## src/common/rv_consts.svh

```systemverilog
`ifndef RV_CONSTS_SVH
`define RV_CONSTS_SVH

`define XLEN      32
`define NUM_REGS  32
`define ZERO_REG  5'd0
`define TRUE      1'b1
`define FALSE     1'b0

// fields: funct7 _ rs2 _ rs1 _ funct3 _ rd _ opcode
`define RV32_LUI    32'b????????????????????_?????_0110111
`define RV32_AUIPC  32'b????????????????????_?????_0010111
`define RV32_JAL    32'b????????????????????_?????_1101111
`define RV32_JALR   32'b???????_?????_?????_000_?????_1100111
`define RV32_BEQ    32'b???????_?????_?????_000_?????_1100011
`define RV32_BNE    32'b???????_?????_?????_001_?????_1100011
`define RV32_BLT    32'b???????_?????_?????_100_?????_1100011
`define RV32_BGE    32'b???????_?????_?????_101_?????_1100011
`define RV32_BLTU   32'b???????_?????_?????_110_?????_1100011
`define RV32_BGEU   32'b???????_?????_?????_111_?????_1100011
`define RV32_LB     32'b???????_?????_?????_000_?????_0000011
`define RV32_LH     32'b???????_?????_?????_001_?????_0000011
`define RV32_LW     32'b???????_?????_?????_010_?????_0000011
`define RV32_LBU    32'b???????_?????_?????_100_?????_0000011
`define RV32_LHU    32'b???????_?????_?????_101_?????_0000011
`define RV32_SB     32'b???????_?????_?????_000_?????_0100011
`define RV32_SH     32'b???????_?????_?????_001_?????_0100011
`define RV32_SW     32'b???????_?????_?????_010_?????_0100011
`define RV32_ADDI   32'b???????_?????_?????_000_?????_0010011
`define RV32_SLTI   32'b???????_?????_?????_010_?????_0010011
`define RV32_SLTIU  32'b???????_?????_?????_011_?????_0010011
`define RV32_XORI   32'b???????_?????_?????_100_?????_0010011
`define RV32_ORI    32'b???????_?????_?????_110_?????_0010011
`define RV32_ANDI   32'b???????_?????_?????_111_?????_0010011
`define RV32_SLLI   32'b0000000_?????_?????_001_?????_0010011
`define RV32_SRLI   32'b0000000_?????_?????_101_?????_0010011
`define RV32_SRAI   32'b0100000_?????_?????_101_?????_0010011
`define RV32_ADD    32'b0000000_?????_?????_000_?????_0110011
`define RV32_SUB    32'b0100000_?????_?????_000_?????_0110011
`define RV32_SLL    32'b0000000_?????_?????_001_?????_0110011
`define RV32_SLT    32'b0000000_?????_?????_010_?????_0110011
`define RV32_SLTU   32'b0000000_?????_?????_011_?????_0110011
`define RV32_XOR    32'b0000000_?????_?????_100_?????_0110011
`define RV32_SRL    32'b0000000_?????_?????_101_?????_0110011
`define RV32_SRA    32'b0100000_?????_?????_101_?????_0110011
`define RV32_OR     32'b0000000_?????_?????_110_?????_0110011
`define RV32_AND    32'b0000000_?????_?????_111_?????_0110011
`define RV32_MUL    32'b0000001_?????_?????_000_?????_0110011
`define RV32_MULH   32'b0000001_?????_?????_001_?????_0110011
`define RV32_MULHSU 32'b0000001_?????_?????_010_?????_0110011
`define RV32_MULHU  32'b0000001_?????_?????_011_?????_0110011
`define RV32_CSRRW  32'b???????_?????_?????_001_?????_1110011
`define RV32_CSRRS  32'b???????_?????_?????_010_?????_1110011
`define RV32_CSRRC  32'b???????_?????_?????_011_?????_1110011
`define WFI         32'b0001000_00101_00000_000_00000_1110011

`endif
```

## src/common/rv_pkg.sv

```systemverilog
`include "rv_consts.svh"

package rv_pkg;

	typedef logic [`XLEN-1:0] word_t;
	typedef logic [`XLEN-1:0] addr_t;
	typedef logic [4:0]       reg_idx_t;

	typedef union packed {
		logic [31:0] raw;
		struct packed {
			logic [6:0] funct7;
			reg_idx_t   rs2;
			reg_idx_t   rs1;
			logic [2:0] funct3;
			reg_idx_t   rd;
			logic [6:0] opcode;
		} r;
	} inst_t;

	typedef enum logic [1:0] {OPA_IS_RS1, OPA_IS_PC, OPA_IS_ZERO} alu_opa_sel_e;

	typedef enum logic [2:0] {
		OPB_IS_RS2, OPB_IS_I_IMM, OPB_IS_S_IMM, OPB_IS_B_IMM, OPB_IS_U_IMM, OPB_IS_J_IMM
	} alu_opb_sel_e;

	typedef enum logic {DEST_NONE, DEST_RD} dest_sel_e;

	typedef enum logic [3:0] {
		ADD, SUB, SLT, SLTU, AND, OR, XOR, SLL, SRL, SRA, MUL, MULH, MULHSU, MULHU
	} alu_func_e;

	typedef struct packed {
		logic  valid;
		inst_t inst;
		addr_t pc;
	} fetch_pkt_t;

	typedef struct packed {
		alu_opa_sel_e opa_sel;
		alu_opb_sel_e opb_sel;
		dest_sel_e    dest_sel;
		alu_func_e    alu_func;
		logic         rd_mem;
		logic         wr_mem;
		logic         cond_branch;
		logic         uncond_branch;
		logic         csr_op;
		logic         halt;
		logic         illegal;
		logic         valid;   // fetch valid and not illegal
	} ctrl_t;

	typedef struct packed {
		ctrl_t    ctrl;
		addr_t    pc;
		reg_idx_t rs1_idx;
		reg_idx_t rs2_idx;
		word_t    rs1_val;
		word_t    rs2_val;
		reg_idx_t dest;   // x0 when nothing is written
		word_t    imm;
	} issue_pkt_t;

	typedef struct packed {
		logic     valid;
		reg_idx_t dest;
		word_t    result;   // link value for jumps
		addr_t    target;
		logic     cond_branch;
		logic     uncond_branch;
		logic     rd_mem;
		logic     wr_mem;
		logic     csr_op;
		logic     halt;
		logic     illegal;
	} exec_pkt_t;

	typedef exec_pkt_t retire_pkt_t;

endpackage

```

## src/design/retire_stage.sv

```systemverilog
`include "rv_consts.svh"

module retire_stage import rv_pkg::*; (
	input  logic        clock,
	input  logic        rst,
	input  exec_pkt_t   exec,
	output retire_pkt_t retire,
	output logic        wr_en,
	output reg_idx_t    wr_idx,
	output word_t       wr_data,
	output logic        halted
);

	always_ff @(posedge clock) begin
		if (rst) begin
			retire.valid   <= `FALSE;
			retire.illegal <= `FALSE;
			halted         <= `FALSE;
		end else if (halted) begin
			retire.valid   <= `FALSE;   // nothing retires once stopped
		end else begin
			retire <= exec;
			halted <= exec.valid && exec.halt;
		end
	end

	assign wr_en   = retire.valid && !retire.illegal && retire.dest != `ZERO_REG;
	assign wr_idx  = retire.dest;
	assign wr_data = retire.result;

endmodule

```

## config.mk

```make
export PLATFORM = sky130hd
export DESIGN_NAME = retire_stage
export DESIGN_NICKNAME = d
export VERILOG_FILES = /design/src/common/rv_pkg.sv /design/src/design/retire_stage.sv
export VERILOG_INCLUDE_DIRS = /design/src /design/src/common
export SDC_FILE = /design/constraint.sdc
export NUM_CORES = 1
export LEC_CHECK = 0
export ABC_AREA = 1
export BUFFER_PORTS_ARGS = -buffer_cell sky130_fd_sc_hd__buf_2
export CAP_MARGIN = 20
export CORE_MARGIN = 3
export CORE_UTILIZATION = 39
export CTS_CLUSTER_DIAMETER = 100
export DETAILED_ROUTE_END_ITERATION = 6
export MAX_ROUTING_LAYER = met4
export PLACE_DENSITY = 0.8
export SYNTH_ARGS = -nofsm -noshare
export SYNTH_HDL_FRONTEND = slang
export SYNTH_SLANG_ARGS = --single-unit
```

## constraint.sdc

```tcl
create_clock -name clock -period 6.6 [get_ports clock]
set_input_delay 0.66 -clock clock [delete_from_list [all_inputs] [get_ports clock]]
set_output_delay 0.66 -clock clock [all_outputs]
set_load 0.005 [all_outputs]
```

Word level (Yosys, flattened, before mapping)
Index checks and enable logic that the tools add are counted.
{"block": "word_totals", "input_bits": 79, "output_inout_bits": 116, "wordCells": 22, "ff_bits": 78}
{"block": "classes", "n_mux": 1, "n_reduce_logical": 7, "bitwise_logic": 2}
{"cell": "nonzero test 5 bit", "count": 1}
{"cell": "logical AND 1 bit", "count": 3}
{"cell": "inverter 1 bit", "count": 2}
{"cell": "AND reduction 2 bit", "count": 1}
{"cell": "OR reduction 2 bit", "count": 1}
{"cell": "logical NOT 1 bit", "count": 1}
{"cell": "2-to-1 mux 1 bit", "count": 1}

Depth between registers and ports, before layout
{"block": "logic_depth", "depth_word": 3, "mapped_depth": 4, "ltp_nobuf": 4}

Worst setup path before layout
Ideal clock, no wire load.
{"block": "synth_timing", "path_kind": "input port to flip-flop", "start": "input rst", "end": "register retire[10] (netlist bit) (enable)", "t_required_ns": 6.090, "setup_time_ns": 0.510, "arrival_ns": 3.797, "path_buffers": 0, "stages": 1, "slack_ns": 2.293, "path_cell_list": "nor2_1"}
{"block": "synth_via", "elab_chain_len": 2}
{"item": "start, declared", "line_no": "retire_stage.sv:5", "source": "input logic rst,"}
{"item": "inverter 1 bit (no source line)"}
{"item": "AND reduction 2 bit (no source line)"}
{"item": "end, declared", "line_no": "retire_stage.sv:7", "source": "output retire_pkt_t retire,"}
Every way passes these cells.
A chain may end at the register's enable or synchronous reset.

Worst setup path after layout
{"block": "layout_timing", "start": "register retire, in the netlist wr_idx[0]", "end": "output wr_en"}
{"block": "layout_via", "elab_chain_len": 2}
{"item": "nonzero test 5 bit (no source line)"}
{"item": "logical AND 1 bit (no source line)"}
{"item": "end, declared", "line_no": "retire_stage.sv:8", "source": "output logic wr_en,"}
Every way passes these cells.

==> flow_summary.json <==
{
  "portBuffers": 194,
  "drtAntennaViolNets": 0,
  "fin_ws_ns": 4.78,
  "hold_buffers": 0,
  "path_delay_family": "flip-flops",
  "cts_setup_buffers": 0,
  "totalWireLength_um": 5570,
  "status": "finished clean",
  "reg2reg_depth": 2,
  "slowest_stage": "edfxtp_1",
  "peakVddDrop_uv": 147,
  "worstMarginPinSlew_ns": 0.913,
  "power_frac_comb_pct": 7.9,
  "fin_worst_skew_ns": 0.00832,
  "clock_sinks": 78,
  "avgSynthCellArea_um2": 20.3,
  "slew_viol_final": 0,
  "dieWidth_um": 88.6,
  "cp_slowest_stage_delay_ns": 0.41,
  "cp.required_ns": 5.94,
  "crit_buf_inv": 2,
  "placed_cell_area_um2": 3460,
  "syn_inst": 131,
  "htreeDepth": 3,
  "routabilityCongestion": 0.700,
  "p_total_uw": 1080,
  "cp.arrival_ns": 1.16,
  "vias": 1657,
  "synth_nets": 210,
  "core-area_um2": 6460,
  "path_class": "reg -> out",
  "internal_power_uw": 871,
  "clock-root-buffer": "clkbuf_8",
  "yosysWarnings": 0,
  "numCtsBuffers": 9,
  "final_area_um2": 3690,
  "leakage_uw": 0.00167,
  "switching_share_pct": 19.3,
  "fin_cells": 381,
  "cts_resized": 0,
  "dp_cells": 366,
  "clk_pin_slew_ns": 0.07,
  "max_slew_margin_pct": 39.2,
  "clockBufferDepth": 2,
  "rsz0062_at_grt": "false",
  "grt_pass1_wl_um": 7840,
  "insertion_delay_ns": 0.33,
  "power.switching_uw": 209,
  "cts_tree": "yes",
  "power_frac_seq_pct": 54.6,
  "first_pass_iters": 4,
  "synth_top_area_share_pct": 84.7,
  "die_y_um": 88.6,
  "drv_cap": 0,
  "synth_cell_type_count": 9,
  "yosys.area.top_type": "edfxtp_1",
  "ioPinCount": 195,
  "dp_hpwl_um": 4290,
  "fin_nets": 379,
  "wl_per_cell_um": 14.6,
  "grt_start_max_net_pins": 76,
  "synth-seq-cells": 78,
  "antenna_cells": 0,
  "design.die.area_um2": 7840,
  "drive_gt1_share_pct": 68.8,
  "synth.area.top_cells": "edfxtp_1 (85%), buf_4 (10%), dfxtp_1 (2.3%)",
  "finalHoldViolCount": 0,
  "finalSetupTns_ns": 0,
  "startpoint_type": "flop",
  "worst_hold_path_type": "reg -> reg",
  "initial_core_util_pct": 41.1,
  "cp_num_cells": 5,
  "yosysSeqAreaShare_pct": 87.0,
  "drt-initial-drc-count": 68,
  "first_global_vias": 1612,
  "min_path_cells": 2,
  "grt-ovfl-total": 0,
  "pre_cts_ws_ns": 4.59,
  "syn_to_final_growth_pct": 38.8,
  "worstPathCellList": "nor2_1, nand3_1, nand2_1, inv_1, buf_2",
  "cellPowerDensity_nw_per_um2": 293,
  "rows": 29,
  "vias_per_cell": 4.35,
  "fin_crit_sh_pct": 27.6,
  "grt_usage_pct": 14.3,
  "critPathMaxFanout": 3,
  "p_clk_share_pct": 37.5,
  "antenna_found_initial": 0,
  "min_period_ns": 1.82,
  "critPathCaptureType": "output pin",
  "syn_area_um2": 2660,
  "setup_viol": 0,
  "max_freq_mhz": 549,
  "drc_errors": 0
}
through the flow:
stage | hold slack [ns] | util [%]
after global placement | 0.459 | 53.6
after global routing | 0.469 | 57.1
after detailed placement | 0.485 | 53.6
after CTS | 0.480 | 57.1
after floorplan | 0.460 | -
final | 0.490 | 57.1
synthesized netlist by cell type, drive strengths merged:
library cell and n:
dfxtp 3, nand3 1, buf 37, edfxtp 75, nand2 4, nor3b 1
a21oi 2, inv 4, nor2 4
cell type report:
| class | count | area (um^2) |
|---|---|---|
| fill | 551 | 2770 |
| sequential | 78 | 2310 |
| timing repair buffer | 195 | 978 |
| clock buffer | 10 | 128 |
| clock inverter | 5 | 98.8 |
| tap | 77 | 96.3 |
| multi-input combinational | 12 | 60.1 |
| inverter | 4 | 15.0 |
placed cells by master, fill, tap and decap left out:
master     netlist  final
bufinv_16        0      3
buf_2            0    194
nor2_4           0      1
nand3_1          1      1
clkbuf_1         0      1
buf_4           37      1
nand2_1          4      4
nor3b_1          1      1
nor2_1           4      3
edfxtp_1        75     75
clkinv_2         0      1
clkinv_1         0      1
dfxtp_1          3      3
a21oi_1          2      2
inv_1            4      4
clkbuf_8         0      9
cell families (layout without fill, tap and decap cells):
kind of cell           after synthesis  after routing  share of synthesized area, %
AO/OA/AOI/OAI                        2              2                         0.377
AND/OR/NAND/NOR                     10             10                          1.60
buffers and inverters               41            214                          11.0
flip-flops                          78             78                          87.0
path summary, 6_finish.rpt:
path | from | end | slack (ns)
worst max-delay path | wr_idx[0] | wr_en | 4.78
worst min-delay path | retire[0] | retire[0] | 0.49
worst max register to register | halted | wr_data[27] | 5.01
worst min register to register | retire[0] | retire[0] | 0.49
power groups by stage:
stage,combinational [uW],clock [uW],sequential [uW]
after CTS,87.4,416,590
final,85.3,405,589
after floorplan,31.0,0,608
after global placement,85.5,0,599
after detailed placement,87.4,0,601
after global routing,95.2,440,593
flip-flops by register name (all words and copies together), names as in the netlist:
register and count:
halted 1, wr_idx 5, retire 40, wr_data 32
tightest hold or removal path: cells and delay by family (launching register included):
| family | cells | cell delay, ns |
|---|---|---|
| compound gates | 1 | 0.06 |
| flops | 1 | 0.32 |
| simple gates | 1 | 0.06 |
layer usage:
layer	wire [um]	track usage (%)	vias up	part of all wire, %
met5	0	-	-	0
met4	48	6.18	0	0.86
met3	503	4.93	6	9.0
met2	3010	23.2	110	54
met1	2010	15.9	769	36
li1	-	-	772	-
(Power assumes the default switching activity.)
