===== src/common/rv_consts.svh =====
`ifndef RV_CONSTS_SVH
`define RV_CONSTS_SVH

`define XLEN      32
`define NUM_REGS  32
`define ZERO_REG  5'd0
`define TRUE      1'b1
`define FALSE     1'b0

// fields: funct7 _ rs2 _ rs1 _ funct3 _ rd _ opcode
`define RV32_LUI    32'b????????????????????_?????_0110111
`define RV32_AUIPC  32'b????????????????????_?????_0010111
`define RV32_JAL    32'b????????????????????_?????_1101111
`define RV32_JALR   32'b???????_?????_?????_000_?????_1100111
`define RV32_BEQ    32'b???????_?????_?????_000_?????_1100011
`define RV32_BNE    32'b???????_?????_?????_001_?????_1100011
`define RV32_BLT    32'b???????_?????_?????_100_?????_1100011
`define RV32_BGE    32'b???????_?????_?????_101_?????_1100011
`define RV32_BLTU   32'b???????_?????_?????_110_?????_1100011
`define RV32_BGEU   32'b???????_?????_?????_111_?????_1100011
`define RV32_LB     32'b???????_?????_?????_000_?????_0000011
`define RV32_LH     32'b???????_?????_?????_001_?????_0000011
`define RV32_LW     32'b???????_?????_?????_010_?????_0000011
`define RV32_LBU    32'b???????_?????_?????_100_?????_0000011
`define RV32_LHU    32'b???????_?????_?????_101_?????_0000011
`define RV32_SB     32'b???????_?????_?????_000_?????_0100011
`define RV32_SH     32'b???????_?????_?????_001_?????_0100011
`define RV32_SW     32'b???????_?????_?????_010_?????_0100011
`define RV32_ADDI   32'b???????_?????_?????_000_?????_0010011
`define RV32_SLTI   32'b???????_?????_?????_010_?????_0010011
`define RV32_SLTIU  32'b???????_?????_?????_011_?????_0010011
`define RV32_XORI   32'b???????_?????_?????_100_?????_0010011
`define RV32_ORI    32'b???????_?????_?????_110_?????_0010011
`define RV32_ANDI   32'b???????_?????_?????_111_?????_0010011
`define RV32_SLLI   32'b0000000_?????_?????_001_?????_0010011
`define RV32_SRLI   32'b0000000_?????_?????_101_?????_0010011
`define RV32_SRAI   32'b0100000_?????_?????_101_?????_0010011
`define RV32_ADD    32'b0000000_?????_?????_000_?????_0110011
`define RV32_SUB    32'b0100000_?????_?????_000_?????_0110011
`define RV32_SLL    32'b0000000_?????_?????_001_?????_0110011
`define RV32_SLT    32'b0000000_?????_?????_010_?????_0110011
`define RV32_SLTU   32'b0000000_?????_?????_011_?????_0110011
`define RV32_XOR    32'b0000000_?????_?????_100_?????_0110011
`define RV32_SRL    32'b0000000_?????_?????_101_?????_0110011
`define RV32_SRA    32'b0100000_?????_?????_101_?????_0110011
`define RV32_OR     32'b0000000_?????_?????_110_?????_0110011
`define RV32_AND    32'b0000000_?????_?????_111_?????_0110011
`define RV32_MUL    32'b0000001_?????_?????_000_?????_0110011
`define RV32_MULH   32'b0000001_?????_?????_001_?????_0110011
`define RV32_MULHSU 32'b0000001_?????_?????_010_?????_0110011
`define RV32_MULHU  32'b0000001_?????_?????_011_?????_0110011
`define RV32_CSRRW  32'b???????_?????_?????_001_?????_1110011
`define RV32_CSRRS  32'b???????_?????_?????_010_?????_1110011
`define RV32_CSRRC  32'b???????_?????_?????_011_?????_1110011
`define WFI         32'b0001000_00101_00000_000_00000_1110011

`endif

===== src/common/rv_pkg.sv =====
`include "rv_consts.svh"

package rv_pkg;

	typedef logic [`XLEN-1:0] word_t;
	typedef logic [`XLEN-1:0] addr_t;
	typedef logic [4:0]       reg_idx_t;

	typedef union packed {
		logic [31:0] raw;
		struct packed {
			logic [6:0] funct7;
			reg_idx_t   rs2;
			reg_idx_t   rs1;
			logic [2:0] funct3;
			reg_idx_t   rd;
			logic [6:0] opcode;
		} r;
	} inst_t;

	typedef enum logic [1:0] {OPA_IS_RS1, OPA_IS_PC, OPA_IS_ZERO} alu_opa_sel_e;

	typedef enum logic [2:0] {
		OPB_IS_RS2, OPB_IS_I_IMM, OPB_IS_S_IMM, OPB_IS_B_IMM, OPB_IS_U_IMM, OPB_IS_J_IMM
	} alu_opb_sel_e;

	typedef enum logic {DEST_NONE, DEST_RD} dest_sel_e;

	typedef enum logic [3:0] {
		ADD, SUB, SLT, SLTU, AND, OR, XOR, SLL, SRL, SRA, MUL, MULH, MULHSU, MULHU
	} alu_func_e;

	typedef struct packed {
		logic  valid;
		inst_t inst;
		addr_t pc;
	} fetch_pkt_t;

	typedef struct packed {
		alu_opa_sel_e opa_sel;
		alu_opb_sel_e opb_sel;
		dest_sel_e    dest_sel;
		alu_func_e    alu_func;
		logic         rd_mem;
		logic         wr_mem;
		logic         cond_branch;
		logic         uncond_branch;
		logic         csr_op;
		logic         halt;
		logic         illegal;
		logic         valid;   // fetch valid and not illegal
	} ctrl_t;

	typedef struct packed {
		ctrl_t    ctrl;
		addr_t    pc;
		reg_idx_t rs1_idx;
		reg_idx_t rs2_idx;
		word_t    rs1_val;
		word_t    rs2_val;
		reg_idx_t dest;   // x0 when nothing is written
		word_t    imm;
	} issue_pkt_t;

	typedef struct packed {
		logic     valid;
		reg_idx_t dest;
		word_t    result;   // link value for jumps
		addr_t    target;
		logic     cond_branch;
		logic     uncond_branch;
		logic     rd_mem;
		logic     wr_mem;
		logic     csr_op;
		logic     halt;
		logic     illegal;
	} exec_pkt_t;

	typedef exec_pkt_t retire_pkt_t;

endpackage


===== src/decode/issue_stage.sv =====
`include "rv_consts.svh"

module issue_stage import rv_pkg::*; (
	input  logic       clock,
	input  logic       rst,
	input  fetch_pkt_t fetch,
	input  ctrl_t      ctrl,
	output reg_idx_t   rs1_idx,
	output reg_idx_t   rs2_idx,
	input  word_t      rs1_data,
	input  word_t      rs2_data,
	output issue_pkt_t issue
);

	inst_t      inst;
	word_t      imm;
	issue_pkt_t issue_nxt;

	assign inst    = fetch.inst;
	assign rs1_idx = inst.r.rs1;
	assign rs2_idx = inst.r.rs2;

	always_comb begin
		case (ctrl.opb_sel)
			OPB_IS_I_IMM: imm = {{20{inst.raw[31]}}, inst.raw[31:20]};
			OPB_IS_S_IMM: imm = {{20{inst.raw[31]}}, inst.raw[31:25], inst.raw[11:7]};
			OPB_IS_B_IMM: imm = {{19{inst.raw[31]}}, inst.raw[31], inst.raw[7],
				inst.raw[30:25], inst.raw[11:8], 1'b0};
			OPB_IS_U_IMM: imm = {inst.raw[31:12], 12'b0};
			OPB_IS_J_IMM: imm = {{11{inst.raw[31]}}, inst.raw[31], inst.raw[19:12],
				inst.raw[20], inst.raw[30:21], 1'b0};
			default:      imm = '0;   // register operand, no immediate
		endcase
	end

	always_comb begin
		issue_nxt.ctrl    = ctrl;
		issue_nxt.pc      = fetch.pc;
		issue_nxt.rs1_idx = rs1_idx;
		issue_nxt.rs2_idx = rs2_idx;
		issue_nxt.rs1_val = rs1_data;
		issue_nxt.rs2_val = rs2_data;
		issue_nxt.dest    = (ctrl.dest_sel == DEST_RD) ? inst.r.rd : `ZERO_REG;
		issue_nxt.imm     = imm;
	end

	always_ff @(posedge clock) begin
		if (rst) begin
			issue.ctrl.valid   <= `FALSE;
			issue.ctrl.illegal <= `FALSE;
		end else begin
			issue <= issue_nxt;
		end
	end

endmodule


===== config.mk =====
export PLATFORM = sky130hd
export DESIGN_NAME = issue_stage
export DESIGN_NICKNAME = d
export VERILOG_FILES = /design/src/common/rv_pkg.sv /design/src/decode/issue_stage.sv
export VERILOG_INCLUDE_DIRS = /design/src /design/src/common
export SDC_FILE = /design/constraint.sdc
export NUM_CORES = 1
export LEC_CHECK = 0
export BUFFER_PORTS_ARGS = -buffer_cell sky130_fd_sc_hd__buf_2
export CAP_MARGIN = 40
export CORE_AREA = 4 4 123 125
export CTS_CLUSTER_DIAMETER = 60
export DETAILED_ROUTE_END_ITERATION = 12
export DIE_AREA = 0 0 127 129
export PLACE_DENSITY = 0.73
export SETUP_SLACK_MARGIN = 0.02
export SLEW_MARGIN = 20
export SYNTH_ARGS = -nofsm -noshare
export SYNTH_HDL_FRONTEND = slang
export SYNTH_SLANG_ARGS = --single-unit

===== constraint.sdc =====
create_clock -name clock -period 6.8 [get_ports clock]
set_clock_uncertainty 0.15 [all_clocks]
set_input_delay 1.02 -clock clock [delete_from_list [all_inputs] [get_ports clock]]
set_output_delay 1.02 -clock clock [all_outputs]
set_load 0.005 [all_outputs]

After elaboration in Yosys (flattened, before gate mapping)
Index checks and enable logic that the tools add are counted.
{ "classes": {"n_shift": 0, "eq_ne": 5, "n_reduce_logical": 0, "bitwise": 0, "multipliers": 0, "n_addsub": 0, "order_cmp": 0, "n_div": 0, "mux": 1} }
{ "op_table": {"columns": ["operator", "n"], "rows": [
  ["$pmux W32 S5", 1],
  ["$eq A3 B2 Y1 const B", 2],
  ["$eq A3 B3 Y1 const B", 2],
  ["$eq A3 B1 Y1 const B", 1]
]} }
{ "totals": {"latch_bits": 0, "romBits": 0, "ramBits": 0, "word_cells": 25, "regBits": 161, "memories": 0} }

Depth between registers and ports, before layout
{ "logic_depth": {"ltp_word": 2, "ltp_mapped": 4} }

Least setup slack after synthesis
No wires, ideal clock.
{ "synth_path": {"path_kind": "input -> register", "startpoint": "input port rst", "endpoint": "register issue[0] (netlist name) (enable)", "slack_ps": 2052, "n_path_buf": 0, "arrival_ps": 4087, "setup_ps": 511, "cell_stages": 1, "path_cell_list": "inv_1"} }
{ "synth_rtl": {"columns": ["item", "line_no", "text"], "rows": [
  ["start, declared", "issue_stage.sv:5", "input logic rst,"],
  ["end signal, assigned", "issue_stage.sv:52", "issue <= issue_nxt;"],
  ["end, declared", "issue_stage.sv:12", "output issue_pkt_t issue"]
]} }
No word-level cell between the ends.

Worst setup path in the final report
{ "layout_path": {"startpoint": "input port rst", "endpoint": "register issue[112] (netlist name) (enable)"} }
No word-level cell between the ends.

==> run summary <==
The run finished with clean final reports. The vertical die dimension is 129 um. The clock tree synthesis step divided the H-tree into 4 levels. The number of clock sinks is 161.

Row generation in the floorplan step produced 43 rows. Buffers placed on the I/O ports in this run total 311. The count of maximum capacitance violations came out at 0. The routed design could run at a clock period as short as 2.65 ns. The total core area came out at around 14000 sq um.

The final non-filler cell total came out at ~750. The number of cells on the worst hold path is 1. The leftover overflow at the end of global routing came out at 0. The number of cells in the design after placement is 722. The initial standard-cell utilization of the core is 39.4%. The maximum fanout encountered on the critical timing path came out at 74. TritonCTS created 17 clock buffers.

Together, buffers and inverters on the worst path number 4. The source of the worst hold timing path is rs2_data[28]. The data required time at the worst endpoint is 6.74 ns.

Synthesis produced a netlist whose cell count is 249. Setup repair after global routing left no endpoint under its margin. The initial DRC count is 184. The area enclosed by the die boundary is 16400 sq um.

The destination of the worst hold path is issue[65]. The vias per cell came out at 4.64. The top register by number of flip-flops is issue. Routability-driven placement finished with a final weighted congestion of 0.808.

VDD sags by at most ~140 uV. The power per unit of standard cell area came out at 310 nW/um^2. The path category of the worst min-delay check is in2reg. The highest clock rate is 377 MHz. The startpoint class of the critical path is an input port. The total half-perimeter wirelength after legalization and detailed placement is 10700 um.

The synthesized design contains 161 register bits. The count of nets left with antenna violations once routing finished came out at 0. The tree is rooted in a sky130_fd_sc_hd__clkbuf_16.

Walking the worst path, the cells encountered are buf_2 -> inv_6 -> buf_4 -> buf_12. In the final layout, the registers with the most flip-flops are issue (161). Global routing used 16.5% of the available tracks. The library cell used most frequently in the layout, excluding fill and tap cells, is sky130_fd_sc_hd__buf_2. At the pin with the least slew margin, the transition time is 0.638 ns. The number of enable flip-flop cells after synthesis came out at between 150 and 200.

The pin count of the biggest net entering global routing came out at 75. The total number of nets in the final design came out at 710. In the routed design, unresolved DRC markers number 0.

The number of primary I/O pins is 320. The number of gates resized after CTS was 0. The via count is 3498. The leakage power figure is 3.31 nW. The critical path class is in2reg. In this run the mean area of a mapped cell was ~22 sq um.

Hold repair after CTS inserted 0 buffers. The number of synthesis warnings is 0. Leaving out fill and tap cells, the most frequent cells in the layout are 311 x sky130_fd_sc_hd__buf_2, 159 x sky130_fd_sc_hd__edfxtp_1, 17 x sky130_fd_sc_hd__clkbuf_16. The relative slew slack came out at 57.5%. From synthesis to final layout, the design area changed by 42.3%. The summed instance area of the synthesized netlist came out at 5470 sq um. The portion of the post-synthesis area used by sequential elements came out at 88.0%. Setup violations remaining at the end of the flow were counted as 0. STA classifies the critical path endpoint as a flip-flop.

The count of inserted antenna diode cells came out at 0. The post-route netlist has 60.1% of its cells at a drive strength greater than 1. The number of library cell types mapped by synthesis came out at 28. The number of detailed-routing iterations run before antenna repair came out at 4. The first global-routing pass estimated 20200 um of wire. On the critical path the largest part of the delay comes from buffers and inverters.

The number of post-CTS setup repair buffers is 0. The detail-routed net length per standard cell came out at roughly 18 um. In the synthesized netlist the dominant register cell turns out to be sky130_fd_sc_hd__edfxtp_1.

The number of buffers on the longest clock path is 2. The hold violation count in the final report came to 0. The clock transition time at the flip-flop clock pins of the worst setup and hold paths came out at approximately 0.06 ns. The number of nets handed over by synthesis was roughly 400. The setup TNS after final layout came out at 0 ns. The final routed wirelength across all metal layers came out at 13900 um. The final period utilization came out at between 30% and 40%.

The fraction of registers with async set or reset after synthesis came out at 0%. The largest individual stage delay along the critical path comes from the cell sky130_fd_sc_hd__buf_4. The via count of the first global-routing pass was 3625. At the end of the flow the core is filled with cells to 56.1%. The number of flip-flops under the largest register name is 161. The initial antenna violation count came out at 0. The final max-slew violation count is 0.

The area after detailed placement is 7150 sq um. The die boundary width is 127 um. After routing the design area is around 7800 sq um. The arrival time of the worst setup path came out at around 2.6 ns. The fill cell instance count of the final layout is approximately 1100. The TritonCTS clock tree is built. For this run, the slowest stage of the critical path takes 0.58 ns.
-- power breakdown --
part	total, mW	internal (mW)	leakage (nW)	switching [mW]
Clock	1.02	0.651	0.315	0.369
Combinational	0.189	0.0922	1.43	0.0973
Sequential	1.20	1.18	1.57	0.0196
Total	2.41	1.92	3.31	0.485
-- worst max path at each step --
stage	start	end	slack [ns]	cells past startpoint
global route	rst	issue[28]	4.07	4
CTS	rst	issue[149]	4.17	4
detailed placement	rst	issue[123]	3.72	4
global placement	rst	issue[123]	3.68	3
floorplan	rst	issue[0]	2.05	1
finish	rst	issue[112]	4.15	4
-- cell families after synthesis --
kind of cell,share of synthesized area [%]
muxes,0.183
DFF,88.0
and+or+nand+nor,6.02
buffers and inverters,2.65
AOI/OAI and AO/OA,3.11
-- metal layers --
layer	track usage, %	share of wire, %	vias up
li1	-	-	1609
met1	17.8	35	1694
met2	29.0	54	176
met3	6.10	9.2	19
met4	7.32	1.9	0
met5	0	0	-
-- final cells by class --
class / instances / area [sq um] / area share [%]
clock buffer: 18 / 429 / 5.51
clock inverter: 14 / 210 / 2.70
inverter: 2 / 12.5 / 0.161
multi-input combinational: 66 / 509 / 6.54
sequential: 161 / 4810 / 61.8
tap: 180 / 225 / 2.89
timing repair buffer: 313 / 1580 / 20.3
-- cell usage after synthesis, drive strengths merged (2+ instances only) --
library cell / count / area, sq um
dfxtp: 2 / 40.0
a22o: 3 / 26.3
edfxtp: 159 / 4770
buf: 18 / 129
nand4bb: 12 / 135
and2: 5 / 31.3
inv: 2 / 7.51
a21boi: 6 / 45.0
nand2b: 3 / 18.8
o2bb2ai: 9 / 78.8
clkbuf: 2 / 8.75
nand3: 11 / 55.1
nor2b: 4 / 27.5
nand3b: 4 / 30.0
-- through the flow --
| step | setup slack, ns | hold slack, ns | power, mW |
|---|---|---|---|
| after floorplan | 2.05 | 0.942 | 1.28 |
| after detailed placement | 3.72 | 1.05 | 1.42 |
| after global placement | 3.68 | 1.05 | 1.41 |
| after CTS | 4.17 | 0.604 | 2.44 |
| final | 4.15 | 0.627 | 2.41 |
| after global routing | 4.07 | 0.599 | 2.51 |
No activity file was read; power rests on OpenSTA's default activity.
