File: config.mk
export PLATFORM = sky130hd
export DESIGN_NAME = alu_stage
export DESIGN_NICKNAME = d
export VERILOG_FILES = /design/src/common/rv_pkg.sv /design/src/execute/alu_stage.sv
export VERILOG_INCLUDE_DIRS = /design/src /design/src/common
export SDC_FILE = /design/constraint.sdc
export NUM_CORES = 2
export LEC_CHECK = 0
export ABC_AREA = 1
export BUFFER_PORTS_ARGS = -buffer_cell sky130_fd_sc_hd__clkbuf_2
export CAP_MARGIN = 20
export CORE_ASPECT_RATIO = 2
export CORE_MARGIN = 3
export CORE_UTILIZATION = 50
export DETAILED_ROUTE_END_ITERATION = 16
export HOLD_SLACK_MARGIN = 0.06
export PLACE_DENSITY = 0.68
export SLEW_MARGIN = 40
export SYNTH_ARGS = -nofsm -noshare
export SYNTH_HDL_FRONTEND = slang
export SYNTH_SLANG_ARGS = --single-unit
File: constraint.sdc
create_clock -name clock -period 11.05 [get_ports clock]
set_clock_uncertainty 0.15 [all_clocks]
set_input_delay 2.21 -clock clock [delete_from_list [all_inputs] [get_ports clock]]
set_output_delay 2.21 -clock clock [all_outputs]
set_load 0.005 [all_outputs]
File: src/common/rv_consts.svh
`ifndef RV_CONSTS_SVH
`define RV_CONSTS_SVH

`define XLEN      32
`define NUM_REGS  32
`define ZERO_REG  5'd0
`define TRUE      1'b1
`define FALSE     1'b0

// fields: funct7 _ rs2 _ rs1 _ funct3 _ rd _ opcode
`define RV32_LUI    32'b????????????????????_?????_0110111
`define RV32_AUIPC  32'b????????????????????_?????_0010111
`define RV32_JAL    32'b????????????????????_?????_1101111
`define RV32_JALR   32'b???????_?????_?????_000_?????_1100111
`define RV32_BEQ    32'b???????_?????_?????_000_?????_1100011
`define RV32_BNE    32'b???????_?????_?????_001_?????_1100011
`define RV32_BLT    32'b???????_?????_?????_100_?????_1100011
`define RV32_BGE    32'b???????_?????_?????_101_?????_1100011
`define RV32_BLTU   32'b???????_?????_?????_110_?????_1100011
`define RV32_BGEU   32'b???????_?????_?????_111_?????_1100011
`define RV32_LB     32'b???????_?????_?????_000_?????_0000011
`define RV32_LH     32'b???????_?????_?????_001_?????_0000011
`define RV32_LW     32'b???????_?????_?????_010_?????_0000011
`define RV32_LBU    32'b???????_?????_?????_100_?????_0000011
`define RV32_LHU    32'b???????_?????_?????_101_?????_0000011
`define RV32_SB     32'b???????_?????_?????_000_?????_0100011
`define RV32_SH     32'b???????_?????_?????_001_?????_0100011
`define RV32_SW     32'b???????_?????_?????_010_?????_0100011
`define RV32_ADDI   32'b???????_?????_?????_000_?????_0010011
`define RV32_SLTI   32'b???????_?????_?????_010_?????_0010011
`define RV32_SLTIU  32'b???????_?????_?????_011_?????_0010011
`define RV32_XORI   32'b???????_?????_?????_100_?????_0010011
`define RV32_ORI    32'b???????_?????_?????_110_?????_0010011
`define RV32_ANDI   32'b???????_?????_?????_111_?????_0010011
`define RV32_SLLI   32'b0000000_?????_?????_001_?????_0010011
`define RV32_SRLI   32'b0000000_?????_?????_101_?????_0010011
`define RV32_SRAI   32'b0100000_?????_?????_101_?????_0010011
`define RV32_ADD    32'b0000000_?????_?????_000_?????_0110011
`define RV32_SUB    32'b0100000_?????_?????_000_?????_0110011
`define RV32_SLL    32'b0000000_?????_?????_001_?????_0110011
`define RV32_SLT    32'b0000000_?????_?????_010_?????_0110011
`define RV32_SLTU   32'b0000000_?????_?????_011_?????_0110011
`define RV32_XOR    32'b0000000_?????_?????_100_?????_0110011
`define RV32_SRL    32'b0000000_?????_?????_101_?????_0110011
`define RV32_SRA    32'b0100000_?????_?????_101_?????_0110011
`define RV32_OR     32'b0000000_?????_?????_110_?????_0110011
`define RV32_AND    32'b0000000_?????_?????_111_?????_0110011
`define RV32_MUL    32'b0000001_?????_?????_000_?????_0110011
`define RV32_MULH   32'b0000001_?????_?????_001_?????_0110011
`define RV32_MULHSU 32'b0000001_?????_?????_010_?????_0110011
`define RV32_MULHU  32'b0000001_?????_?????_011_?????_0110011
`define RV32_CSRRW  32'b???????_?????_?????_001_?????_1110011
`define RV32_CSRRS  32'b???????_?????_?????_010_?????_1110011
`define RV32_CSRRC  32'b???????_?????_?????_011_?????_1110011
`define WFI         32'b0001000_00101_00000_000_00000_1110011

`endif
File: src/common/rv_pkg.sv
`include "rv_consts.svh"

package rv_pkg;

	typedef logic [`XLEN-1:0] word_t;
	typedef logic [`XLEN-1:0] addr_t;
	typedef logic [4:0]       reg_idx_t;

	typedef union packed {
		logic [31:0] raw;
		struct packed {
			logic [6:0] funct7;
			reg_idx_t   rs2;
			reg_idx_t   rs1;
			logic [2:0] funct3;
			reg_idx_t   rd;
			logic [6:0] opcode;
		} r;
	} inst_t;

	typedef enum logic [1:0] {OPA_IS_RS1, OPA_IS_PC, OPA_IS_ZERO} alu_opa_sel_e;

	typedef enum logic [2:0] {
		OPB_IS_RS2, OPB_IS_I_IMM, OPB_IS_S_IMM, OPB_IS_B_IMM, OPB_IS_U_IMM, OPB_IS_J_IMM
	} alu_opb_sel_e;

	typedef enum logic {DEST_NONE, DEST_RD} dest_sel_e;

	typedef enum logic [3:0] {
		ADD, SUB, SLT, SLTU, AND, OR, XOR, SLL, SRL, SRA, MUL, MULH, MULHSU, MULHU
	} alu_func_e;

	typedef struct packed {
		logic  valid;
		inst_t inst;
		addr_t pc;
	} fetch_pkt_t;

	typedef struct packed {
		alu_opa_sel_e opa_sel;
		alu_opb_sel_e opb_sel;
		dest_sel_e    dest_sel;
		alu_func_e    alu_func;
		logic         rd_mem;
		logic         wr_mem;
		logic         cond_branch;
		logic         uncond_branch;
		logic         csr_op;
		logic         halt;
		logic         illegal;
		logic         valid;   // fetch valid and not illegal
	} ctrl_t;

	typedef struct packed {
		ctrl_t    ctrl;
		addr_t    pc;
		reg_idx_t rs1_idx;
		reg_idx_t rs2_idx;
		word_t    rs1_val;
		word_t    rs2_val;
		reg_idx_t dest;   // x0 when nothing is written
		word_t    imm;
	} issue_pkt_t;

	typedef struct packed {
		logic     valid;
		reg_idx_t dest;
		word_t    result;   // link value for jumps
		addr_t    target;
		logic     cond_branch;
		logic     uncond_branch;
		logic     rd_mem;
		logic     wr_mem;
		logic     csr_op;
		logic     halt;
		logic     illegal;
	} exec_pkt_t;

	typedef exec_pkt_t retire_pkt_t;

endpackage

File: src/execute/alu_stage.sv
`include "rv_consts.svh"

module alu_stage import rv_pkg::*; (
	input  logic        clock,
	input  logic        rst,
	input  issue_pkt_t  issue,
	input  retire_pkt_t ret_fwd,
	output exec_pkt_t   exec
);

	word_t               rs1, rs2;
	word_t               opa, opb;
	word_t               alu_res;
	addr_t               link;
	logic [2*`XLEN-1:0]  mul_a, mul_b, prod;
	exec_pkt_t           exec_nxt;

	// does an older result write the register we read
	function automatic logic fwd_hit(input exec_pkt_t src, input reg_idx_t idx);
		return src.valid && !src.illegal && src.dest != `ZERO_REG && src.dest == idx;
	endfunction

	assign rs1 = fwd_hit(exec, issue.rs1_idx)    ? exec.result :
		fwd_hit(ret_fwd, issue.rs1_idx) ? ret_fwd.result : issue.rs1_val;
	assign rs2 = fwd_hit(exec, issue.rs2_idx)    ? exec.result :
		fwd_hit(ret_fwd, issue.rs2_idx) ? ret_fwd.result : issue.rs2_val;

	always_comb begin
		case (issue.ctrl.opa_sel)
			OPA_IS_PC:   opa = issue.pc;
			OPA_IS_ZERO: opa = '0;
			default:     opa = rs1;
		endcase
		opb = (issue.ctrl.opb_sel == OPB_IS_RS2) ? rs2 : issue.imm;
	end

	// one 64 bit multiplier, operands extended per variant
	assign mul_a = (issue.ctrl.alu_func == MULH || issue.ctrl.alu_func == MULHSU) ?
		{{`XLEN{opa[`XLEN-1]}}, opa} : {{`XLEN{1'b0}}, opa};
	assign mul_b = (issue.ctrl.alu_func == MULH) ?
		{{`XLEN{opb[`XLEN-1]}}, opb} : {{`XLEN{1'b0}}, opb};
	assign prod  = mul_a * mul_b;

	always_comb begin
		case (issue.ctrl.alu_func)
			SUB:                  alu_res = opa - opb;
			SLT:                  alu_res = {{(`XLEN-1){1'b0}}, $signed(opa) < $signed(opb)};
			SLTU:                 alu_res = {{(`XLEN-1){1'b0}}, opa < opb};
			AND:                  alu_res = opa & opb;
			OR:                   alu_res = opa | opb;
			XOR:                  alu_res = opa ^ opb;
			SLL:                  alu_res = opa << opb[4:0];
			SRL:                  alu_res = opa >> opb[4:0];
			SRA:                  alu_res = $signed(opa) >>> opb[4:0];
			MUL:                  alu_res = prod[`XLEN-1:0];
			MULH, MULHSU, MULHU:  alu_res = prod[2*`XLEN-1:`XLEN];
			default:              alu_res = opa + opb;
		endcase
	end

	assign link = issue.pc + 4;

	always_comb begin
		exec_nxt.valid         = issue.ctrl.valid;
		exec_nxt.dest          = issue.dest;
		exec_nxt.result        = issue.ctrl.uncond_branch ? link : alu_res;
		exec_nxt.target        = '0;
		if (issue.ctrl.uncond_branch) begin
			exec_nxt.target    = alu_res;
			if (issue.ctrl.opa_sel == OPA_IS_RS1)
				exec_nxt.target[0] = 1'b0;   // jalr
		end
		exec_nxt.cond_branch   = issue.ctrl.cond_branch;
		exec_nxt.uncond_branch = issue.ctrl.uncond_branch;
		exec_nxt.rd_mem        = issue.ctrl.rd_mem;
		exec_nxt.wr_mem        = issue.ctrl.wr_mem;
		exec_nxt.csr_op        = issue.ctrl.csr_op;
		exec_nxt.halt          = issue.ctrl.halt;
		exec_nxt.illegal       = issue.ctrl.illegal;
	end

	always_ff @(posedge clock) begin
		if (rst) begin
			exec.valid   <= `FALSE;
			exec.illegal <= `FALSE;
		end else begin
			exec <= exec_nxt;
		end
	end

	// decoder must never mark an issued op as both branch kinds
	assert property (@(posedge clock) disable iff (rst)
		issue.ctrl.valid |-> !(issue.ctrl.cond_branch && issue.ctrl.uncond_branch));

endmodule

==> summary.txt, run 1 <==
outcome - stopped before the end
Fail Step - global routing
Error - [ERROR GRT-0116] Global routing finished with congestion. Check the congestion regions in the DRC Viewer.
Cells after Synth - 8256
post-synthesis xor/xnor area fraction - 1.44%
area leader, netlist - fa_1
gr ovfl total - 867
die width - 257 um
post-synthesis adder-cell area fraction - 53.3%
total track usage - 73.2%
pin count of the biggest net entering global routing - 76
top cell type's share of synthesized area - 45.2%
Synth Cell Area - 62900 sq um
Place WS - -2.35 ns
Core Rows - 183
largest family of logic cells by synthesized area - adder cells
Main synth FF type - edfxtp_1
asr flop ratio synth - 0%
top post-synthesis cells by area - fa_1 45%, inv_1 12%, nand2_1 9.1%
Synth Area in Compound Gates - 6.58%
die height - 508 um
first-pass GRT wire length - 696 mm
Starting Density - 50.5%
sequential area share after synthesis - 3.64%
I/O Pins - 317
Avg Cell Area, Syn - 7.62 sq um
Clock Path Buffers - 2
hold_buf cts - 0
Placer Congestion - 1.21
#FFs+latches synth - 77
Mapped Nets - 10300
vias in the first global route - 83900
Clock Tree Root - clkbuf_16
CTS Buf Count - 9
Synthesis Warnings - 0
Post-synth EDFFs - 75
PortBufs - 277
HPWL after DPL - 312 mm
mux contribution to synthesized area - 0.0159%
H-tree depth - 3
clk sinks - 77
simple-gate share of the synthesized area - 20.2%
Yosys cell types - 63
[timing repair]
| item | 4_1_cts |
|---|---|
| setup endpoints to repair | 64 |
| buffers inserted | 109 |
| resized for setup | 802 |
| pin swaps | 265 |
| gates cloned | 8 |
[per-stage QoR]
stage / std cells / hold WS, ns / area, sq um / setup TNS, ns / utilization (%)
3_5_place_dp: 11100 / 1.61 / 76100 / -125.38 / 61.1
3_3_place_gp: 11100 / 1.61 / 76000 / -134.54 / 61.0
4_1_cts: 11200 / 1.62 / 80300 / -53.42 / 64.4
2_1_floorplan: 8256 / 0.978 / 63600 / -1.17 / -
[layer usage]
metal / GRT usage [%] / overflow
met5: 17.2 / 2
met4: 81.3 / 325
met3: 54.3 / 12
met2: 93.7 / 526
met1: 69.2 / 2
[synthesized netlist by cell type (all sizes together), types with 2 or more instances]
master	n
edfxtp	75
nor4	12
or2	31
o21bai	8
a21o	14
a221oi	12
clkinv	16
and3	2
o211ai	28
nor2	908
xnor2	34
a211oi	7
a21boi	7
nor3	33
dfxtp	2
nand2	1531
xor2	67
buf	142
a31oi	24
ha	408
and2	4
o221ai	2
nand3	520
clkbuf	195
o21a	15
fa	1421
nand4	38
o22ai	40
nand3b	16
inv	2082
o2111ai	3
a2111oi	6
o21ai	241
a21oi	300
o311ai	4
[kinds of logic after synthesis]
| logic type | after synthesis |
|---|---|
| AND/OR/NAND/NOR | 3098 |
| buffers and inverters | 2435 |
| adder cells (fa/ha/maj) | 1829 |
| AO/OA/AOI/OAI | 714 |
| XOR/XNOR | 102 |
| flip-flops | 77 |
| multiplexers | 1 |
==> run 2: changes to the inputs <==
CORE_ASPECT_RATIO = unset   (was 2)
CORE_UTILIZATION = 35   (was 50)
HOLD_SLACK_MARGIN = unset   (was 0.06)
PLACE_DENSITY = unset   (was 0.68)
PLACE_DENSITY_LB_ADDON = 0.15   (was unset)
clock period = 14.4 ns   (was 11.05 ns; I/O delays follow)
==> run 2 against run 1 <==
The flow now finishes without violations. Area after synthesis unchanged. Synthesized cell count stayed put.
==> summary.txt, run 2 <==
outcome - finished, final reports clean (was stopped before the end)
PnR worst setup slack - 0.340 ns
layout cells sized above 1 - 10.9%
register cell area after layout - 2290 sq um
crit end category - flip-flop
Avg Cell Area, Syn - 7.62 sq um (unchanged)
top-count cell post-synth - inv_1 (unchanged)
setup violators final - 0
CTS tree - yes
Vias/cell - 5.26
fin nets - 10800
Area Growth Syn to Fin - 12.8%
sequential area share after synthesis - 3.64% (unchanged)
top post-synthesis cells by area - fa_1 45%, inv_1 12%, nand2_1 9.1% (unchanged)
vias in the first global route - 60000
Post-Place Cells - 11100 (about the same)
#FFs+latches synth - 77 (unchanged)
CP startpoint - issue[108]
via count - 58300
asr flop ratio synth - 0% (unchanged)
RSZ-0062 raised after global routing - false
setup TNS - 0 ns
Hold Path Cell Cnt - 10
synth cell count leaders - 2068 x inv_1, 1524 x nand2_1, 1421 x fa_1 (unchanged)
Hold Fails Final Rpt - 0
max reg flops - 77
area occupied by multi-input gates - 51700 sq um
Worst-Margin Slew - 0.968 ns
Worst Reg-to-Reg Cells - 43
Main synth FF type - edfxtp_1 (unchanged)
Final ANT Viol Nets - 0
Clock Path Buffers - 2 (unchanged)
most frequent CP cell - fa_1
I/O Pins - 317 (unchanged)
clock latency on the worst-skew pair - 0.39 ns
DR pass1 iterations - 7
Largest Register - exec
Synth Cell Area - 62900 sq um (unchanged)
H-tree depth - 3 (unchanged)
PortBufs - 277 (unchanged)
worst slew margin relative to its limit - 34.8%
gr ovfl total - 0
Worst path slowest cell - fa_1
Post-route DRC - 0
clk sinks - 77 (unchanged)
CP Data Arrival Time - 14.03 ns
r2r startpoint - exec[75]$_DFFE_PN_
post-CTS setup buffer count - 0 (was 109)
Period Utilization, post-route - 97.6%
Mapped Nets - 10300 (unchanged)
post-layout minimum cycle time - 14.06 ns
area leader, netlist - fa_1 (unchanged)
hold_buf cts - 0 (unchanged)
initial drt markers - 6100
die width - 430 um (was 257 um)
top cell type's share of synthesized area - 45.2% (unchanged)
Post-synth EDFFs - 75 (unchanged)
CP max FO - 29
commonest cells after routing, fill and taps aside - 2064 x inv_1, 1521 x nand2_1, 1421 x fa_1, 889 x nor2_1, 517 x nand3_1
first-pass GRT wire length - 443 mm
Post-CTS Resized - 0 (was 802)
fill count - 18900
r2r setup slk - 2.35 ns
Min-Delay Path Class - flip-flop to flip-flop
CP Class - input port to flip-flop
initial antenna violation count - 21
type of origin of the critical path - input port
core area - 177000 sq um
Synthesis Warnings - 0 (unchanged)
CP required - 14.37 ns
critical path's largest stage delay - 0.58 ns
commonest non-fill, non-tap cell in the layout - inv_1
maxcap violations - 0
final WL - 311 mm
die height - 430 um (was 508 um)
worst r2r dst - exec[61]$_DFFE_PN_
total track usage - 33.8%
Placer Congestion - 1.05 (was 1.21)
Core Rows - 154 (was 183)
crit path to - exec[61]$_DFFE_PN_
Clock Tree Root - clkbuf_16 (unchanged)
drt wl/cell - 28.0 um
fmax - 71.1 MHz
Starting Density - 35.5% (was 50.5%)
fin. max-slew vios - 0
worst hold slack - 1.70 ns
HPWL after DPL - 268 mm (was 312 mm)
CTS Buf Count - 9 (unchanged)
Reg clk slew, reported paths - 0.07 ns
Place WS - 0.251 ns (was -2.35 ns)
Cells after Synth - 8256 (unchanged)
pin count of the biggest net entering global routing - 76
Finished Layout Cells - 11100
die area - 185000 sq um
largest registers - exec x77
Yosys cell types - 63 (unchanged)
[run 2: cell counts after synthesis]
Identical to the previous run, type by type.
[run 2: layout make-up]
| cell class | instances | area share (%) |
|---|---|---|
| clock inverter | 7 | 0.111 |
| tap | 2340 | 4.12 |
| antenna | 6 | 0.0212 |
| sequential | 77 | 3.23 |
| clock buffer | 9 | 0.317 |
| multi-input combinational | 5744 | 72.8 |
| timing repair buffer | 803 | 8.24 |
| inverter | 2098 | 11.1 |
[run 2: critical path: cells and delay by family]
| kind | cells | cell delay (ns) |
|---|---|---|
| buf+inv | 13 | 1.70 |
| simple gates | 17 | 3.05 |
| compound gates | 4 | 0.87 |
| fa+ha+maj | 11 | 5.44 |
[run 2: logic make-up (layout without fill, tap and decap cells)]
family	after synthesis	after routing	share of synthesized area, %
simple gates	3098	3098	20.2
compound gates	714	714	6.58
xor+xnor	102	102	1.44
other cells	0	6	0
fa+ha+maj	1829	1829	53.3
buf+inv	2435	2917	14.8
flops	77	77	3.64
mux	1	1	0.0159
[run 2: worst min-delay path by stage]
stage	from	slack [ns]	to
after floorplan	exec[43]$_DFFE_PN_	0.99	exec[31]$_SDFFCE_PN0N_
after global placement	exec[46]$_DFFE_PN_	1.62	exec[37]$_SDFFCE_PN0N_
after detailed placement	exec[59]$_DFFE_PN_	1.63	exec[27]$_SDFFCE_PN0N_
after CTS	exec[59]$_DFFE_PN_	1.64	exec[27]$_SDFFCE_PN0N_
after global routing	exec[59]$_DFFE_PN_	1.71	exec[27]$_SDFFCE_PN0N_
final	exec[59]$_DFFE_PN_	1.70	exec[27]$_SDFFCE_PN0N_
[run 2: routing by layer]
| metal | track usage, % | up-vias | wire (um) |
|---|---|---|---|
| li1 | - | 25400 | - |
| met1 | 48.7 | 30100 | 137000 |
| met2 | 50.7 | 2384 | 133000 |
| met3 | 5.57 | 362 | 25800 |
| met4 | 12.5 | 6 | 14600 |
| met5 | 0 | - | 41 |
[run 2: per-stage QoR]
step	instance area, sq um	utilization (%)
global placement	70600	39.8
finish	71000	40.0
global route	71000	40.0
CTS	70900	40.0
floorplan	62900	-
detailed placement	70600	39.8
Power of run 2 is left out: the tool's default activity adds up to more than one toggle a clock period on the data nets, which glitch-free logic cannot reach.
